### src/rv_csr_pkg.sv
// Shared widths, CSR addresses, privilege modes and constants for the rv_csr design
package rv_csr_pkg;

    // ------------------------------
    // Widths
    // ------------------------------
    localparam int XLEN    = 32;
    localparam int CAUSE_W = 4;
    localparam int IRQ_W   = 12;

    // ------------------------------
    // CSR access bus addresses
    // ------------------------------
    typedef enum logic [11:0] {
        CSR_MSTATUS   = 12'h300,
        CSR_MISA      = 12'h301,
        CSR_MIE       = 12'h304,
        CSR_MTVEC     = 12'h305,
        CSR_MSCRATCH  = 12'h340,
        CSR_MEPC      = 12'h341,
        CSR_MCAUSE    = 12'h342,
        CSR_MTVAL     = 12'h343,
        CSR_MIP       = 12'h344,
        CSR_MCYCLE    = 12'hB00,
        CSR_MCYCLEH   = 12'hB80,
        CSR_MVENDORID = 12'hF11,
        CSR_MARCHID   = 12'hF12,
        CSR_MIMPID    = 12'hF13,
        CSR_MHARTID   = 12'hF14
    } csr_addr_e;

    // Only user and machine are implemented
    typedef enum logic [1:0] {
        PRIV_USER    = 2'b00,
        PRIV_MACHINE = 2'b11
    } priv_mode_e;

    // ------------------------------
    // Field positions and masks
    // ------------------------------
    localparam int MSTATUS_MIE_BIT  = 3;
    localparam int MSTATUS_MPIE_BIT = 7;
    localparam int MSTATUS_MPP_LSB  = 11;

    // MSI, MTI and MEI
    localparam logic [IRQ_W-1:0] MIE_MASK = 12'h888;
    localparam logic [IRQ_W-1:0] MIP_MASK = 12'h888;

    // ------------------------------
    // Identity constants
    // ------------------------------
    // MXL=1, U and I extensions
    localparam logic [XLEN-1:0] MISA_VALUE = 32'h4010_0100;
    localparam logic [XLEN-1:0] VENDOR_ID  = '0;
    localparam logic [XLEN-1:0] ARCH_ID    = '0;
    localparam logic [XLEN-1:0] IMPL_ID    = '0;

endpackage

### src/priv_ctrl.sv
// Privilege mode FSM and mstatus fields, updated by trap entry, mret and CSR writes
`timescale 1ns/1ps

module priv_ctrl (
    input  logic                           clk,
    input  logic                           rst,
    input  logic                           trap_valid,
    input  logic                           mret,
    input  logic                           write_en,
    input  logic [11:0]                    write_addr,
    input  logic [rv_csr_pkg::XLEN-1:0]    write_data,
    output rv_csr_pkg::priv_mode_e         priv,
    output logic [rv_csr_pkg::XLEN-1:0]    mstatus_value
);

    rv_csr_pkg::priv_mode_e priv_next;
    rv_csr_pkg::priv_mode_e status_mpp;
    rv_csr_pkg::priv_mode_e status_mpp_next;
    logic                   status_mie;
    logic                   status_mie_next;
    logic                   status_mpie;
    logic                   status_mpie_next;
    logic                   status_write;

    assign status_write = write_en && (write_addr == rv_csr_pkg::CSR_MSTATUS);

    // Trap beats mret, mret beats a CSR write
    always_comb begin
        priv_next        = priv;
        status_mie_next  = status_mie;
        status_mpie_next = status_mpie;
        status_mpp_next  = status_mpp;
        if (trap_valid) begin
            priv_next        = rv_csr_pkg::PRIV_MACHINE;
            status_mpie_next = status_mie;
            status_mie_next  = 1'b0;
            status_mpp_next  = priv;
        end else if (mret) begin
            priv_next        = status_mpp;
            status_mie_next  = status_mpie;
            status_mpp_next  = rv_csr_pkg::PRIV_USER;
        end else if (status_write) begin
            status_mie_next  = write_data[rv_csr_pkg::MSTATUS_MIE_BIT];
            status_mpie_next = write_data[rv_csr_pkg::MSTATUS_MPIE_BIT];
            // Unsupported modes fall back to user
            status_mpp_next  = (write_data[rv_csr_pkg::MSTATUS_MPP_LSB +: 2] == 2'b11)
                               ? rv_csr_pkg::PRIV_MACHINE : rv_csr_pkg::PRIV_USER;
        end
    end

    always_ff @(posedge clk) begin
        if (rst) begin
            priv        <= rv_csr_pkg::PRIV_MACHINE;
            status_mie  <= 1'b0;
            status_mpie <= 1'b0;
            status_mpp  <= rv_csr_pkg::PRIV_USER;
        end else begin
            priv        <= priv_next;
            status_mie  <= status_mie_next;
            status_mpie <= status_mpie_next;
            status_mpp  <= status_mpp_next;
        end
    end

    // Unimplemented fields read as zero
    always_comb begin
        mstatus_value = '0;
        mstatus_value[rv_csr_pkg::MSTATUS_MIE_BIT]      = status_mie;
        mstatus_value[rv_csr_pkg::MSTATUS_MPIE_BIT]     = status_mpie;
        mstatus_value[rv_csr_pkg::MSTATUS_MPP_LSB +: 2] = status_mpp;
    end

endmodule

### src/cycle_counter.sv
// 64-bit mcycle counter that runs every clock and takes CSR writes to either half
`timescale 1ns/1ps

module cycle_counter (
    input  logic                        clk,
    input  logic                        rst,
    input  logic                        write_en,
    input  logic [11:0]                 write_addr,
    input  logic [rv_csr_pkg::XLEN-1:0] write_data,
    output logic [63:0]                 cycle_count
);

    logic write_low;
    logic write_high;

    assign write_low  = write_en && (write_addr == rv_csr_pkg::CSR_MCYCLE);
    assign write_high = write_en && (write_addr == rv_csr_pkg::CSR_MCYCLEH);

    // A written half holds for one cycle instead of counting
    always_ff @(posedge clk) begin
        if (rst) begin
            cycle_count <= '0;
        end else if (write_low) begin
            cycle_count <= {cycle_count[63:32], write_data};
        end else if (write_high) begin
            cycle_count <= {write_data, cycle_count[31:0]};
        end else begin
            cycle_count <= cycle_count + 64'd1;
        end
    end

endmodule

### src/trap_regs.sv
// mepc, mcause and mtval, loaded on trap entry or by CSR writes from the core
`timescale 1ns/1ps

module trap_regs (
    input  logic                           clk,
    input  logic                           rst,
    input  logic                           trap_valid,
    input  logic                           trap_interrupt,
    input  logic [rv_csr_pkg::CAUSE_W-1:0] trap_code,
    input  logic [rv_csr_pkg::XLEN-1:0]    trap_value,
    input  logic [rv_csr_pkg::XLEN-1:0]    trap_pc,
    input  logic                           write_en,
    input  logic [11:0]                    write_addr,
    input  logic [rv_csr_pkg::XLEN-1:0]    write_data,
    output logic [rv_csr_pkg::XLEN-1:0]    mepc,
    output logic [rv_csr_pkg::XLEN-1:0]    mcause_value,
    output logic [rv_csr_pkg::XLEN-1:0]    mtval
);

    logic                           cause_interrupt;
    logic [rv_csr_pkg::CAUSE_W-1:0] cause_code;

    always_ff @(posedge clk) begin
        if (rst) begin
            mepc            <= '0;
            cause_interrupt <= 1'b0;
            cause_code      <= '0;
            mtval           <= '0;
        end else if (trap_valid) begin
            // Trap capture overrides any CSR write this cycle
            mepc            <= {trap_pc[rv_csr_pkg::XLEN-1:2], 2'b00};
            cause_interrupt <= trap_interrupt;
            cause_code      <= trap_code;
            mtval           <= trap_value;
        end else if (write_en) begin
            case (write_addr)
                rv_csr_pkg::CSR_MEPC: begin
                    mepc <= {write_data[rv_csr_pkg::XLEN-1:2], 2'b00};
                end
                rv_csr_pkg::CSR_MCAUSE: begin
                    cause_interrupt <= write_data[rv_csr_pkg::XLEN-1];
                    cause_code      <= write_data[rv_csr_pkg::CAUSE_W-1:0];
                end
                rv_csr_pkg::CSR_MTVAL: mtval <= write_data;
                default: ;
            endcase
        end
    end

    // Interrupt flag on top, code at the bottom
    assign mcause_value = {cause_interrupt,
                           {(rv_csr_pkg::XLEN-1-rv_csr_pkg::CAUSE_W){1'b0}},
                           cause_code};

endmodule

### src/machine_regs.sv
// Machine registers written only by CSR instructions: mtvec, mscratch, mie and mip
`timescale 1ns/1ps

module machine_regs (
    input  logic                         clk,
    input  logic                         rst,
    input  logic                         write_en,
    input  logic [11:0]                  write_addr,
    input  logic [rv_csr_pkg::XLEN-1:0]  write_data,
    output logic [rv_csr_pkg::XLEN-1:0]  mtvec,
    output logic [rv_csr_pkg::XLEN-1:0]  mscratch,
    output logic [rv_csr_pkg::IRQ_W-1:0] mie,
    output logic [rv_csr_pkg::IRQ_W-1:0] mip
);

    always_ff @(posedge clk) begin
        if (rst) begin
            mtvec    <= '0;
            mscratch <= '0;
            mie      <= '0;
            mip      <= '0;
        end else if (write_en) begin
            case (write_addr)
                rv_csr_pkg::CSR_MTVEC:    mtvec    <= write_data;
                rv_csr_pkg::CSR_MSCRATCH: mscratch <= write_data;
                // Only the machine-level interrupt bits are writable
                rv_csr_pkg::CSR_MIE: begin
                    mie <= write_data[rv_csr_pkg::IRQ_W-1:0] & rv_csr_pkg::MIE_MASK;
                end
                rv_csr_pkg::CSR_MIP: begin
                    mip <= write_data[rv_csr_pkg::IRQ_W-1:0] & rv_csr_pkg::MIP_MASK;
                end
                default: ;
            endcase
        end
    end

endmodule

### src/csr_read_mux.sv
// Combinational CSR read decode, returning register state or identity constants
`timescale 1ns/1ps

module csr_read_mux #(
    parameter logic [rv_csr_pkg::XLEN-1:0] HART_ID = '0
) (
    input  logic [11:0]                  read_addr,
    input  logic [rv_csr_pkg::XLEN-1:0]  mstatus_value,
    input  logic [rv_csr_pkg::XLEN-1:0]  mepc,
    input  logic [rv_csr_pkg::XLEN-1:0]  mcause_value,
    input  logic [rv_csr_pkg::XLEN-1:0]  mtval,
    input  logic [rv_csr_pkg::XLEN-1:0]  mtvec,
    input  logic [rv_csr_pkg::XLEN-1:0]  mscratch,
    input  logic [rv_csr_pkg::IRQ_W-1:0] mie,
    input  logic [rv_csr_pkg::IRQ_W-1:0] mip,
    input  logic [63:0]                  cycle_count,
    output logic [rv_csr_pkg::XLEN-1:0]  read_data
);

    localparam int IRQ_PAD = rv_csr_pkg::XLEN - rv_csr_pkg::IRQ_W;

    always_comb begin
        case (read_addr)
            rv_csr_pkg::CSR_MSTATUS:   read_data = mstatus_value;
            rv_csr_pkg::CSR_MIE:       read_data = {{IRQ_PAD{1'b0}}, mie};
            rv_csr_pkg::CSR_MTVEC:     read_data = mtvec;
            rv_csr_pkg::CSR_MSCRATCH:  read_data = mscratch;
            rv_csr_pkg::CSR_MEPC:      read_data = mepc;
            rv_csr_pkg::CSR_MCAUSE:    read_data = mcause_value;
            rv_csr_pkg::CSR_MTVAL:     read_data = mtval;
            rv_csr_pkg::CSR_MIP:       read_data = {{IRQ_PAD{1'b0}}, mip};
            rv_csr_pkg::CSR_MCYCLE:    read_data = cycle_count[31:0];
            rv_csr_pkg::CSR_MCYCLEH:   read_data = cycle_count[63:32];
            // Identity registers
            rv_csr_pkg::CSR_MISA:      read_data = rv_csr_pkg::MISA_VALUE;
            rv_csr_pkg::CSR_MVENDORID: read_data = rv_csr_pkg::VENDOR_ID;
            rv_csr_pkg::CSR_MARCHID:   read_data = rv_csr_pkg::ARCH_ID;
            rv_csr_pkg::CSR_MIMPID:    read_data = rv_csr_pkg::IMPL_ID;
            rv_csr_pkg::CSR_MHARTID:   read_data = HART_ID;
            default:                   read_data = '0;
        endcase
    end

endmodule

### src/rv_csr.sv
// Machine-mode CSR file top level, instantiated by the core beside its decode stage
`timescale 1ns/1ps

module rv_csr #(
    parameter logic [rv_csr_pkg::XLEN-1:0] HART_ID = '0
) (
    input  logic                                clk,
    input  logic                                rst,
    // CSR access bus
    input  logic [11:0]                         read_addr,
    output logic [rv_csr_pkg::XLEN-1:0]         read_data,
    input  logic                                write_en,
    input  logic [11:0]                         write_addr,
    input  logic [rv_csr_pkg::XLEN-1:0]         write_data,
    // Trap request and return
    input  logic                                trap_valid,
    input  logic                                trap_interrupt,
    input  logic [rv_csr_pkg::CAUSE_W-1:0]      trap_code,
    input  logic [rv_csr_pkg::XLEN-1:0]         trap_value,
    input  logic [rv_csr_pkg::XLEN-1:0]         trap_pc,
    input  logic                                mret,
    // State seen by the core
    output rv_csr_pkg::priv_mode_e              priv,
    output logic                                status_mie,
    output logic [rv_csr_pkg::XLEN-1:0]         mtvec,
    output logic [rv_csr_pkg::XLEN-1:0]         mepc
);

    logic [rv_csr_pkg::XLEN-1:0]  mstatus_value;
    logic [rv_csr_pkg::XLEN-1:0]  mcause_value;
    logic [rv_csr_pkg::XLEN-1:0]  mtval;
    logic [rv_csr_pkg::XLEN-1:0]  mscratch;
    logic [rv_csr_pkg::IRQ_W-1:0] mie;
    logic [rv_csr_pkg::IRQ_W-1:0] mip;
    logic [63:0]                  cycle_count;

    assign status_mie = mstatus_value[rv_csr_pkg::MSTATUS_MIE_BIT];

    priv_ctrl priv_ctrl_inst (
        .clk           (clk),
        .rst           (rst),
        .trap_valid    (trap_valid),
        .mret          (mret),
        .write_en      (write_en),
        .write_addr    (write_addr),
        .write_data    (write_data),
        .priv          (priv),
        .mstatus_value (mstatus_value)
    );

    cycle_counter cycle_counter_inst (
        .clk         (clk),
        .rst         (rst),
        .write_en    (write_en),
        .write_addr  (write_addr),
        .write_data  (write_data),
        .cycle_count (cycle_count)
    );

    trap_regs trap_regs_inst (
        .clk            (clk),
        .rst            (rst),
        .trap_valid     (trap_valid),
        .trap_interrupt (trap_interrupt),
        .trap_code      (trap_code),
        .trap_value     (trap_value),
        .trap_pc        (trap_pc),
        .write_en       (write_en),
        .write_addr     (write_addr),
        .write_data     (write_data),
        .mepc           (mepc),
        .mcause_value   (mcause_value),
        .mtval          (mtval)
    );

    machine_regs machine_regs_inst (
        .clk        (clk),
        .rst        (rst),
        .write_en   (write_en),
        .write_addr (write_addr),
        .write_data (write_data),
        .mtvec      (mtvec),
        .mscratch   (mscratch),
        .mie        (mie),
        .mip        (mip)
    );

    csr_read_mux #(
        .HART_ID (HART_ID)
    ) csr_read_mux_inst (
        .read_addr     (read_addr),
        .mstatus_value (mstatus_value),
        .mepc          (mepc),
        .mcause_value  (mcause_value),
        .mtval         (mtval),
        .mtvec         (mtvec),
        .mscratch      (mscratch),
        .mie           (mie),
        .mip           (mip),
        .cycle_count   (cycle_count),
        .read_data     (read_data)
    );

endmodule

### config.mk
export PLATFORM = sky130hd
export DESIGN_NAME = rv_csr
export DESIGN_NICKNAME = d
export VERILOG_FILES = /design/src/rv_csr_pkg.sv /design/src/priv_ctrl.sv /design/src/cycle_counter.sv /design/src/trap_regs.sv /design/src/machine_regs.sv /design/src/csr_read_mux.sv /design/src/rv_csr.sv
export SDC_FILE = /design/constraint.sdc
export NUM_CORES = 1
export LEC_CHECK = 0
export ABC_AREA = 0
export BUFFER_PORTS_ARGS = -buffer_cell sky130_fd_sc_hd__buf_2
export CORE_UTILIZATION = 55
export DETAILED_ROUTE_END_ITERATION = 16
export PLACE_DENSITY_LB_ADDON = 0.05
export SLEW_MARGIN = 20
export SYNTH_ARGS = -nofsm -noshare
export SYNTH_HDL_FRONTEND = slang
export SYNTH_HIERARCHICAL = 1
export SYNTH_SLANG_ARGS = --single-unit
### constraint.sdc
create_clock -name clk -period 4.2 [get_ports clk]
set_input_delay 0.42 -clock clk [delete_from_list [all_inputs] [get_ports clk]]
set_output_delay 0.42 -clock clk [all_outputs]
set_load 0.03 [all_outputs]
## Yosys cells after proc, flatten, opt, wreduce, memory -nomap -nowiden

Cells that the tools add are included.

- Bits of input ports: 130
- Register bits: 207
- Logic and storage cells: 82

- Add/sub/neg operators: 1
- Equality and inequality tests: 24
- Multiplexer cells: 24
- Reductions and logical operators: 19

Operators by type and width:

| kind | number |
|---|---|
| one-hot mux 32 bit (11 select lines) | 1 |
| 2-to-1 mux 32 bit | 7 |
| == test 12 x 10 -> 1 bit (second input constant) | 17 |
| adder 64 x 1 -> 64 bit (second input constant) | 1 |
| 2-to-1 mux 64 bit | 1 |
| == test 12 bit (second input constant) | 4 |
| AND reduction 2 bit | 8 |
| 2-to-1 mux 4 bit | 3 |
| nonzero test 2 bit | 6 |
| 2-to-1 mux 1 bit | 8 |
| 2-to-1 mux 2 bit | 4 |
| logical AND 1 bit | 3 |
| nonzero test 3 bit | 1 |
| == test 2 bit (second input constant) | 1 |
| != test 2 x 1 -> 1 bit (second input constant) | 1 |
| != test 2 bit (second input constant) | 1 |
| OR reduction 2 bit | 1 |

## Depth between registers and ports, before layout

Gate-level depths: netlist of the first run.

- Depth in word-level cells: 5
- Mapped depth: 8
- Gate-level depth less buffers: 7

## By module

The synthesis of the first run kept the hierarchy.

Modules (own cells, without submodules):

| module | instances | cells each | area each (um2) |
|---|---|---|---|
| trap_regs | 1 | 479 | 4534.3 |
| cycle_counter | 1 | 526 | 4048.9 |
| machine_regs | 1 | 288 | 3151.8 |
| csr_read_mux | 1 | 307 | 2322.2 |
| priv_ctrl | 1 | 69 | 559.3 |

## Worst setup path after synthesis of the first run

No wires, ideal clock.

- Path kind: input port to output port
- Start: in read_addr[1]
- End: out read_data[14] (netlist bit)
- Stages on the path: 7
- Slack: 1660 ps
- Required time: 3780 ps
- Buffers on the path: 3
- Data arrival time: 2120 ps
- Cells stage by stage: buf_2 -> or3b_2 -> clkbuf_1 -> buf_2 -> nor2_1 -> a21oi_1 -> o211ai_1

- Longest elaborated chain between the ends: 2
- Elaborated cells on any way between the ends: 12
- Those cells by class: eq/ne (11); mux (1)

Ends and longest elaborated chain:

| element | line | source |
|---|---|---|
| start, declared | rv_csr.sv:10 | `input logic [11:0] read_addr,` |
| == test 12 x 10 -> 1 bit / == test 12 bit (equally long branches) | csr_read_mux.sv:23 | `case (read_addr)` |
| one-hot mux 32 bit (11 select lines) (*) | csr_read_mux.sv:23 |  |
| end, declared | rv_csr.sv:11 | `output logic [rv_csr_pkg::XLEN-1:0] read_data,` |

Mark *: on every way between the ends. The rest lies on a longest branch, timed or not.

## Worst setup path in the final report of the first run

- Start: in read_addr[7]
- End: out read_data[29] (netlist bit)

The elaborated chain is that of the path after synthesis.

==> results of run 1 <==
==> stage by stage <==
step,setup slack [ps],utilization [%]
final,964,62.6
after floorplan,1660,-
after global placement,1050,59.5
after CTS,1050,62.6
after global routing,908,62.6
after detailed placement,1050,59.5
==> cells in the final DEF, fill, tap and decap left out, types with 5 or more instances in the layout <==
cell type and instances:
mux2i_1 240, buf_2 222, dfxtp_1 207, nor2_1 185, nand2b_1 104, conb_1 75
nand2_1 73, nand3_1 60, mux2_2 56, a21oi_1 41, a211oi_1 36, o21ai_0 34
mux2_4 30, a222oi_1 26, buf_4 26, clkbuf_16 25, nor3_1 25, a32oi_1 24
nor2b_1 24, nand4_1 21, a31oi_1 21, a22oi_1 18, a22o_1 16, nor4_1 14
o2bb2ai_1 12, or3_1 12, xnor2_1 11, and3_1 9, and2_1 9, inv_1 8
and4_1 7, clkbuf_8 6, o211ai_1 6, a311oi_1 6, clkinv_2 5, a41oi_1 5
xor2_1 5
==> metal layers <==
layer	global-route usage (%)	part of all wire, %	up-vias
li1	-	-	6309
met1	50.0	43	6640
met2	53.8	43	677
met3	8.26	10	103
met4	13.8	3.5	2
met5	0	0.026	-
==> power by group <==
group          total (mW)  switching, mW  internal, mW
sequential           2.05         0.0418          2.01
clock                2.20          0.899          1.30
combinational       0.627          0.375         0.252
==> kinds of logic after synthesis <==
group,Yosys count,share of synthesized area (%)
flip-flops,207,28.4
buffers and inverters,215,8.77
AO/OA/AOI/OAI,287,14.5
multiplexers,328,24.0
AND/OR/NAND/NOR,612,23.2
other,3,0.0770
adder cells (fa/ha/maj),1,0.0856
XOR/XNOR,16,0.959
==> sequential cells by signal, indices dropped and copies added (netlist names), 2 cells and up <==
name / cells
cycle_counter_inst/cycle_count: 64
machine_regs_inst/mscratch: 32
machine_regs_inst/mtvec: 32
trap_regs_inst/mtval: 32
trap_regs_inst/mepc: 30
trap_regs_inst/cause_code: 4
machine_regs_inst/mie: 3
machine_regs_inst/mip: 3
priv_ctrl_inst/priv: 2
priv_ctrl_inst/status_mpp: 2
==> cell type report <==
cell class	instances	area [um^2]	share of cell area, %
clock buffers	34	709	4.35
inverters	8	30.0	0.184
flip-flops and latches	207	4140	25.4
well taps	335	419	2.57
repair buffers	253	1390	8.53
multi-input cells	1319	9510	58.3
clock inverters	10	110	0.675
==> worst paths after layout <==
check             cells after the start  slack, ps                         startpoint                            endpoint
hold reg to reg                       2        480     machine_regs_inst/mscratch[28]      machine_regs_inst/mscratch[28]
setup reg to reg                      7       1460  cycle_counter_inst/cycle_count[1]  cycle_counter_inst/cycle_count[40]
hold / removal                        3        230                               mret              priv_ctrl_inst/priv[1]
setup / recovery                      6        960                       read_addr[7]                       read_data[29]
==> worst max-delay path: stages <==
cell	delay, ps
buf_2	230
or4_1	650
nor3_4	750
a222oi_1	250
o211ai_1	220
buf_2	270
==> key figures, run 1 <==
Status
  • Status: completed

Global route
  • GRT Overall Usage: 36.0%
  • Largest net degree at the start of global routing: 138
  • Number of global-route vias before repair: 12100
  • GRT overflow: 0
  • Initial antenna violation count: 1
  • First-pass GRT wire length: 73500 um

Yosys
  • Post-synth EDFFs: 0
  • Synthesized area per cell: 8.76 um^2
  • Sequential area share after synthesis: 28.4%
  • Yosys reg bits: 207
  • Post-synth ARST share: 0%
  • Yosys top cell by area: dfxtp_1
  • Ys flop type: dfxtp_1
  • Most numerous cell in the Yosys netlist: mux2i_1
  • Most frequent cells after synthesis: mux2i_1, dfxtp_1, nor2_1
  • Top cells by area, synth: dfxtp_1, mux2i_1, nor2_1, nand2b_1, mux2_2
  • YS warnings: 6
  • Library cells used by synthesis: 89
  • Synth top area share: 28.4%
  • Post-Syn Instances: 1669
  • Synth Cell Area: 14600 um^2

Setup path
  • Critical path required time: 3780 ps
  • Critical Path Source Type: input port
  • Worst-path fanout max: 18
  • Arr. time, crit path: 2820 ps
  • CP Capture Type: output pin
  • Crit path kind: input port to output pin

Timing
  • RSZ-0062 raised after global routing: no
  • Hold Fails Final Rpt: 0
  • Worst-Margin Slew: 1130 ps
  • Max-Slew Margin vs Limit: 24.3%
  • WHS: 228 ps
  • Top achievable clock speed: 309 MHz
  • Final Slew Violations: 0
  • Worst clock skew: 9.25 ps
  • Min Clock Period, post-route: 3240 ps
  • Final worst-path cycle share: 77.0%
  • Final setup vio count: 0
  • Setup TNS: 0 ps

Finish
  • Final instance area: 16300 um^2
  • Final Non-Filler Cells: 2166
  • Filler cells: 2331
  • Area delta synth->final: 11.6%
  • Layout cells sized above 1: 23.2%
  • Diode count: 0
  • Layout Nets: 1944

Clocking
  • Num CTS Buffers: 24
  • Clock buffer depth: 3
  • CTS resizes: 0
  • Post-CTS Setup Bufs: 0
  • CTS Hold Bufs: 0
  • CTS tree: yes
  • Clock transition at path regs: 70 ps
  • Clk_lat worst skew: 530 ps
  • Root Buffer: clkbuf_16
  • CTS H-Tree Depth: 1
  • CTS sink count: 207

Routing
  • Total detailed-routing wirelength: 50900 um
  • Vias: 13700
  • Post-route ant nets: 0
  • Pre-Repair DR Iteration Count: 6
  • Iteration-0 DRC Markers: 1693
  • Vias per cell: 6.34
  • DRC viols: 0
  • Routed wire per std cell: 23.5 um

Floorplan
  • Die H: 165 um
  • Top-Level Pins: 229
  • Core Footprint: 26100 um^2
  • Die X-Extent: 165 um
  • Row Count: 59
  • DIE AREA: 27200 um^2
  • Initial Util: 56.1%

Power and ir drop
  • Cell Pwr Density: 299 nW/um^2
  • Static Leak: 7.05 nW
  • Overall Power: 4.88 mW
  • Worst VDD drop: 0.309 mV

Min path
  • Worst min-delay path category: input port to flop

Place
  • Final GP Congestion: 0.956
  • Hpwl dp: 36600 um
  • Placement Cell Area: 15500 um^2
  • DP Cell Count: 2122
  • Port Buffers: 224

Flow run
  • Max-Cap Viols: 0
Note: power is estimated with default switching activity, not from simulation.
==> run 2, diff against run 1 <==
==> constraint.sdc (replaced) <==
create_clock -name clk -period 3.1 [get_ports clk]
set_input_delay 0.31 -clock clk [delete_from_list [all_inputs] [get_ports clk]]
set_output_delay 0.31 -clock clk [all_outputs]
set_load 0.03 [all_outputs]
==> run 2 against run 1 <==
  * Core utilization is 0.36 points higher
  * Global-route usage is 0.27 points higher
  * Combinational power is 38% higher
  * Non-clock buffer count is 16 higher
  * Clock-buffer cell count is 3 higher
  * Clock power is 26% higher
  * Hold slack worse by 95 ps
  * Clock skew is 1.7 ps higher
  * First-iteration DRC count is 0.59% lower
  * Largest cell class unchanged
  * Largest power group is now sequential cells
==> key figures, run 2 (synthesis results as in run 1) <==
Clocking
  • Clock buffer depth: 3 (unchanged)
  • Post-CTS Setup Bufs: 0 (unchanged)
  • CTS H-Tree Depth: 1 (unchanged)
  • CTS sink count: 207 (unchanged)
  • Clock transition at path regs: 50 ps (-20 ps)
  • Root Buffer: clkbuf_16
  • Clk_lat worst skew: 520 ps (about the same)
  • Num CTS Buffers: 25 (+4.2%)
  • CTS resizes: 0 (unchanged)
  • CTS Hold Bufs: 0 (unchanged)
  • CTS tree: yes

Floorplan
  • Die H: 165 um (unchanged)
  • Die X-Extent: 165 um (unchanged)
  • Initial Util: 56.1% (unchanged)
  • Row Count: 59 (unchanged)
  • Core Footprint: 26100 um^2 (unchanged)
  • Top-Level Pins: 229 (unchanged)
  • DIE AREA: 27200 um^2 (unchanged)

Setup path
  • Worst-path fanout max: 14 (-4)
  • Critical Path Source Type: input port
  • Crit path buf inv count: 2 (unchanged)
  • Most used cell along the critical path: buf_2
  • Critical path required time: 2790 ps (-990 ps)
  • CP delay by family, top: simple AND/OR/NAND/NOR gates
  • Slowest CP cell: or4_4
  • Arr. time, crit path: 2480 ps (-340 ps)
  • R2r worst-path depth: 6 (-1)
  • Stages on the worst setup path: 6 (unchanged)
  • Crit path kind: input port to output pin
  • CP Capture Type: output pin
  • CP max stage delay: 700 ps (-50 ps)
  • CP cell instances: buf_2 -> or4_4 -> nor4_4 -> a221oi_1 -> o211ai_1 -> buf_2

Global route
  • GRT overflow: 0 (unchanged)
  • GRT Overall Usage: 36.3% (+0.27 points)
  • Number of global-route vias before repair: 12200 (+0.70%)
  • Largest net degree at the start of global routing: 122 (-12%)
  • Initial antenna violation count: 1 (unchanged)
  • First-pass GRT wire length: 73900 um (+0.49%)

Place
  • Hpwl dp: 36900 um (+0.99%)
  • DP Cell Count: 2138 (+0.75%)
  • Pre-CTS WS: 369 ps (-679 ps)
  • Placement Cell Area: 15700 um^2 (+1.0%)
  • Final GP Congestion: 0.970 (+1.4%)
  • Port Buffers: 224 (unchanged)

Finish
  • Commonest non-fill, non-tap cell in the layout: mux2i_1
  • Layout Nets: 1961 (+0.87%)
  • Commonest cells after routing, fill and taps aside: mux2i_1, buf_2, dfxtp_1, nor2_1, nand2b_1
  • Finished Core Util: 63.0% (+0.36 points)
  • Final Non-Filler Cells: 2180 (+0.65%)
  • Layout cells sized above 1: 23.6% (+0.43 points)
  • Max FFs per register: 64 (unchanged)
  • Final instance area: 16400 um^2 (+0.58%)
  • Filler cells: 2300 (-1.3%)
  • Area delta synth->final: 12.3%
  • Register bank with the most flops: cycle_counter_inst/cycle_count

Timing
  • Worst clock skew: 10.9 ps (+1.67 ps)
  • Top achievable clock speed: 358 MHz
  • WHS: 133 ps (-95.0 ps)
  • Worst-Margin Slew: 947 ps (-180 ps)
  • RSZ-0062 raised after global routing: no
  • Min Clock Period, post-route: 2790 ps
  • Setup TNS: 0 ps (unchanged)
  • Final Slew Violations: 0 (unchanged)
  • Final WS setup: 310 ps (-655 ps)
  • Max-Slew Margin vs Limit: 36.9% (+13 points)
  • Final setup vio count: 0 (unchanged)
  • Final worst-path cycle share: 90.0%
  • Hold Fails Final Rpt: 0 (unchanged)

Power and ir drop
  • Pint: 4.68 mW (+31%)
  • Psw: 1.74 mW (+32%)
  • Static Leak: 7.12 nW (+0.97%)
  • Sw Ratio: 27.1% (+0.13 points)
  • Overall Power: 6.42 mW (+32%)
  • Clock network power share: 43.3% (-1.8 points)
  • Cell Pwr Density: 391 nW/um^2 (+31%)
  • Worst VDD drop: 0.473 mV (+53%)
  • Share of power burned in registers: 43.2% (+1.2 points)
  • Combinational cell fraction of total power: 13.5% (+0.6 points)

Routing
  • Pre-Repair DR Iteration Count: 8 (+2)
  • Routed wire per std cell: 23.4 um (-0.44%)
  • Post-route ant nets: 0 (unchanged)
  • Vias: 13700 (-0.036%)
  • Vias per cell: 6.30 (-0.68%)
  • DRC viols: 0 (unchanged)
  • Iteration-0 DRC Markers: 1683 (-0.59%)
  • Total detailed-routing wirelength: 51000 um (+0.21%)

Min path
  • Worst min-delay path category: input port to flop
  • Worst hold path cell count: 3 (unchanged)

Flow run
  • Max-Cap Viols: 0 (unchanged)

Status
  • Status: completed
## run 2: cell types whose count changed in the layout (fill, tap and decap cells not counted), sizes merged
cell and change:
clkinvlp -1, clkbuf +3, bufinv -2, diode +1
buf +16, clkinv -3
## run 2: final cells by class
type	count	area, um^2	area share (%)
multi-input combinational	1319	9510	58.0
sequential	207	4140	25.3
timing repair buffer	269	1550	9.44
clock buffer	37	731	4.45
tap	335	419	2.55
inverter	8	30.0	0.183
clock inverter	4	23.8	0.145
antenna	1	2.50	0.0152
## run 2: final timing paths
check	from	end	slack, ps
worst max-delay path	read_addr[1]	read_data[8]	310
worst min-delay path	mret	priv_ctrl_inst/priv[1]	130
worst min register to register	machine_regs_inst/mie[3]	machine_regs_inst/mie[3]	480
worst max register to register	cycle_counter_inst/cycle_count[33]	cycle_counter_inst/cycle_count[40]	450
## run 2: routing by layer
metal  vias up  track usage, %  routed length [um]
li1       6334               -                   -
met1      6599            52.0               22300
met2       693            54.7               22100
met3       100            5.78                4910
met4         0            12.6                1660
met5         -               0                   0
## run 2: power groups by stage
stage,sequential [mW],clock [mW],combinational [mW]
after floorplan,2.86,0,0.553
after global placement,2.83,0,0.822
after detailed placement,2.83,0,0.841
after CTS,2.77,2.81,0.845
after global routing,2.78,2.91,0.919
final,2.78,2.78,0.865
## run 2: worst register-to-register path, stage by stage, from the launching register on
cell      delay (ps)
dfxtp_1          490
nand4_1          200
nor3_1           500
nand4_1          560
mux2_2           450
a222oi_1         270
nor2_1            60
==> run 3, diff against run 2 <==
--- a/config.mk
+++ b/config.mk
@@ -5,7 +5,7 @@
 export SDC_FILE = /design/constraint.sdc
 export NUM_CORES = 1
 export LEC_CHECK = 0
-export ABC_AREA = 0
+export ABC_AREA = 1
 export BUFFER_PORTS_ARGS = -buffer_cell sky130_fd_sc_hd__buf_2
 export CORE_UTILIZATION = 55
 export DETAILED_ROUTE_END_ITERATION = 16
==> run 3 against run 2 <==
  * Maximum frequency rose by 6.6%
  * Clock skew up 4.7 ps
  * Sequential power about the same
  * Die area grew 5.8%
  * Non-clock buffer count down 15
  * Synthesized cell count rose by 62%
  * Combinational power is 20% lower
  * Register-to-register slack better by 230 ps
  * Final cell count grew 48%
  * Clock-buffer cell count down 6
  * Clock power up 10%
  * Critical path type unchanged
  * Critical endpoint unchanged
==> key figures, run 3 <==
Status
  • Status: completed

Flow run
  • Max-Cap Viols: 0 (unchanged)

Floorplan
  • Row Count: 61 (+3.4%)
  • Initial Util: 55.9% (-0.23 points)
  • Core Footprint: 27700 um^2 (+6.3%)
  • DIE AREA: 28800 um^2 (+5.8%)
  • Die X-Extent: 170 um (+2.9%)
  • Die H: 170 um (+2.9%)
  • Top-Level Pins: 229 (unchanged)

Min path
  • Worst hold path cell count: 2 (-1)
  • Min-delay src: mret
  • Worst min-delay path category: input port to flop
  • WHS Endpoint: priv_ctrl_inst/priv[1]

Yosys
  • Yosys top cell by area: dfxtp_1
  • Sequential area share after synthesis: 26.8% (-1.6 points)
  • Ys flop type: dfxtp_1
  • Most numerous cell in the Yosys netlist: nand2_1
  • YS warnings: 6 (unchanged)
  • Post-Syn Instances: 2699 (+62%)
  • Synth Area in Compound Gates: 7.39% (-7.1 points)
  • Post-synth EDFFs: 0 (unchanged)
  • Yosys reg bits: 207 (unchanged)
  • Synth top area share: 26.8% (-1.6 points)
  • Post-synth ARST share: 0% (unchanged)
  • Top cells by area, synth: dfxtp_1, nand2_1, nand3_1, nor2_1, a21oi_1
  • Largest family of logic cells by synthesized area: simple AND/OR/NAND/NOR gates
  • Synth Area in Adders: 0.0808% (-0.0048 points)
  • Mux cell area share after synthesis: 0% (-24 points)
  • Synthesized area per cell: 5.73 um^2 (-35%)
  • Most frequent cells after synthesis: nand2_1, nand3_1, nor2_1
  • Post-Synth Simple-Gate Area: 50.4% (+27 points)
  • Library cells used by synthesis: 34 (-62%)
  • Xor/xnor share of the synthesized area: 0.962% (+0.0033 points)
  • Synth Cell Area: 15500 um^2 (+5.9%)

Clocking
  • Clk_lat worst skew: 550 ps (+30 ps)
  • Root Buffer: clkbuf_16
  • CTS resizes: 0 (unchanged)
  • Num CTS Buffers: 25 (unchanged)
  • Clock transition at path regs: 50 ps (about the same)
  • CTS Hold Bufs: 0 (unchanged)
  • Post-CTS Setup Bufs: 0 (unchanged)
  • Clock buffer depth: 3 (unchanged)
  • CTS H-Tree Depth: 1 (unchanged)
  • CTS tree: yes
  • CTS sink count: 207 (unchanged)

Setup path
  • Critical Path Source Type: input port
  • Reg2reg setup slack: 680 ps (+230 ps)
  • Worst-path fanout max: 26 (+12)
  • Critical path required time: 2790 ps (about the same)
  • CP Capture Type: output pin
  • Worst R2R Start: cycle_counter_inst/cycle_count[0]
  • R2r worst-path depth: 9 (+3)
  • R2R Path End: cycle_counter_inst/cycle_count[32]
  • Crit path kind: input port to output pin
  • Arr. time, crit path: 2310 ps (-170 ps)

Timing
  • Min Clock Period, post-route: 2620 ps (-173 ps)
  • Hold Fails Final Rpt: 0 (unchanged)
  • Final setup vio count: 0 (unchanged)
  • Worst-Margin Slew: 937 ps (-10.0 ps)
  • Top achievable clock speed: 382 MHz (+6.6%)
  • RSZ-0062 raised after global routing: no
  • Final Slew Violations: 0 (unchanged)
  • Max-Slew Margin vs Limit: 37.4% (+0.52 points)
  • Final worst-path cycle share: 84.4% (-5.6 points)
  • Worst clock skew: 15.6 ps (+4.65 ps)
  • Final WS setup: 482 ps (+173 ps)
  • Setup TNS: 0 ps (unchanged)

Global route
  • First-pass GRT wire length: 90700 um (+23%)
  • Number of global-route vias before repair: 16300 (+34%)
  • GRT overflow: 0 (unchanged)
  • Initial antenna violation count: 0 (-1)
  • GRT Overall Usage: 41.3% (+4.9 points)
  • Largest net degree at the start of global routing: 128 (+4.9%)

Routing
  • DRC viols: 0 (unchanged)
  • Vias per cell: 5.69 (-9.6%)
  • Post-route ant nets: 0 (unchanged)
  • Total detailed-routing wirelength: 61000 um (+20%)
  • Routed wire per std cell: 18.9 um (-19%)
  • Iteration-0 DRC Markers: 2104 (+25%)
  • Vias: 18400 (+34%)
  • Pre-Repair DR Iteration Count: 6 (-2)

Power and ir drop
  • Psw: 1.83 mW (+5.2%)
  • Worst VDD drop: 0.358 mV (-24%)
  • Share of power burned in registers: 42.5% (-0.7 points)
  • Clock network power share: 46.9% (+3.6 points)
  • Pint: 4.69 mW (+0.25%)
  • Overall Power: 6.52 mW (+1.6%)
  • Combinational cell fraction of total power: 10.6% (-2.9 points)
  • Static Leak: 7.99 nW (+12%)
  • Sw Ratio: 28.1% (+0.96 points)
  • Cell Pwr Density: 382 nW/um^2 (-2.3%)

Place
  • Final GP Congestion: 0.979 (+0.91%)
  • Pre-CTS WS: 561 ps (+192 ps)
  • Hpwl dp: 45300 um (+23%)
  • Port Buffers: 224 (unchanged)

Finish
  • Register bank with the most flops: cycle_counter_inst/cycle_count
  • Max FFs per register: 64 (unchanged)
  • Commonest cells after routing, fill and taps aside: nand2_1, nand3_1, nor2_1, buf_2, dfxtp_1
  • Commonest non-fill, non-tap cell in the layout: nand2_1
  • Finished Core Util: 61.6% (-1.4 points)
  • Area delta synth->final: 10.3%
  • Layout Nets: 2964 (+51%)
  • Layout cells sized above 1: 13.3% (-10 points)
  • Diode count: 0 (-1)
==> run 3: cell count changes after synthesis, sizes merged, moves of 36 or more <==
cell,before,now
nand2b,104,0
nor2,186,379
a21oi,41,181
mux2i,240,0
buf,138,197
inv,8,201
clkbuf,69,22
nand3,62,480
a211oi,36,0
nand2,74,928
mux2,88,0
==> run 3: cells by family after synthesis <==
| logic type | after synthesis |
|---|---|
| compound gates | 221 |
| xor+xnor | 17 |
| fa+ha+maj | 1 |
| buf+inv | 423 |
| flops | 207 |
| other cells | 3 |
| simple gates | 1827 |
==> run 3: through the flow <==
stage / hold slack (ps) / cell area, um^2 / instances
after CTS: 82.9 / 17100 / 3229
after global placement: 460 / 16200 / 3184
final: 92.4 / 17100 / 3229
after detailed placement: 470 / 16200 / 3184
after global routing: 80.2 / 17100 / 3229
after floorplan: 436 / 15700 / 2771
==> run 3: how the worst max path moves through the flow <==
| stage | from | endpoint | slack [ps] | cells after the start |
|---|---|---|---|---|
| floorplan | read_addr[5] | read_data[15] | 1420 | 8 |
| global placement | read_addr[0] | read_data[8] | 590 | 10 |
| detailed placement | read_addr[0] | read_data[20] | 560 | 10 |
| CTS | read_addr[3] | read_data[11] | 560 | 9 |
| global route | read_addr[0] | read_data[20] | 330 | 10 |
| finish | read_addr[0] | read_data[8] | 480 | 10 |
==> run 3: final cells by class <==
type	instances	area, um^2
Sequential cell	207	4140
Tap cell	378	473
Multi-Input combinational cell	2141	9400
Clock inverter	14	146
Clock buffer	31	698
Inverter	204	766
Fill cell	2794	10600
Timing Repair Buffer	254	1440
==> run 3: per-layer routing <==
layer | vias up | share of wire, % | GRT usage, %
met5 | - | 0 | 0
met4 | 0 | 6.8 | 26.1
met3 | 202 | 10 | 6.60
met2 | 1059 | 44 | 65.1
met1 | 8412 | 39 | 52.4
li1 | 8715 | - | -
==> run 3: power by group through the flow <==
| stage | clock, mW | combinational [mW] | sequential (mW) |
|---|---|---|---|
| finish | 3.06 | 0.690 | 2.77 |
| global route | 3.18 | 0.749 | 2.78 |
| CTS | 3.07 | 0.671 | 2.77 |
| detailed placement | 0 | 0.667 | 2.83 |
| global placement | 0 | 0.656 | 2.83 |
| floorplan | 0 | 0.435 | 2.86 |
==> run 3: critical path, cell delays in order <==
cell and delay [ps]:
buf_2 120, inv_1 70, nor2_1 50, nand2_1 80, clkinv_1 690, nand2_1 450, nand2_1 100, nor2_1 120
nand3_1 110, buf_2 190
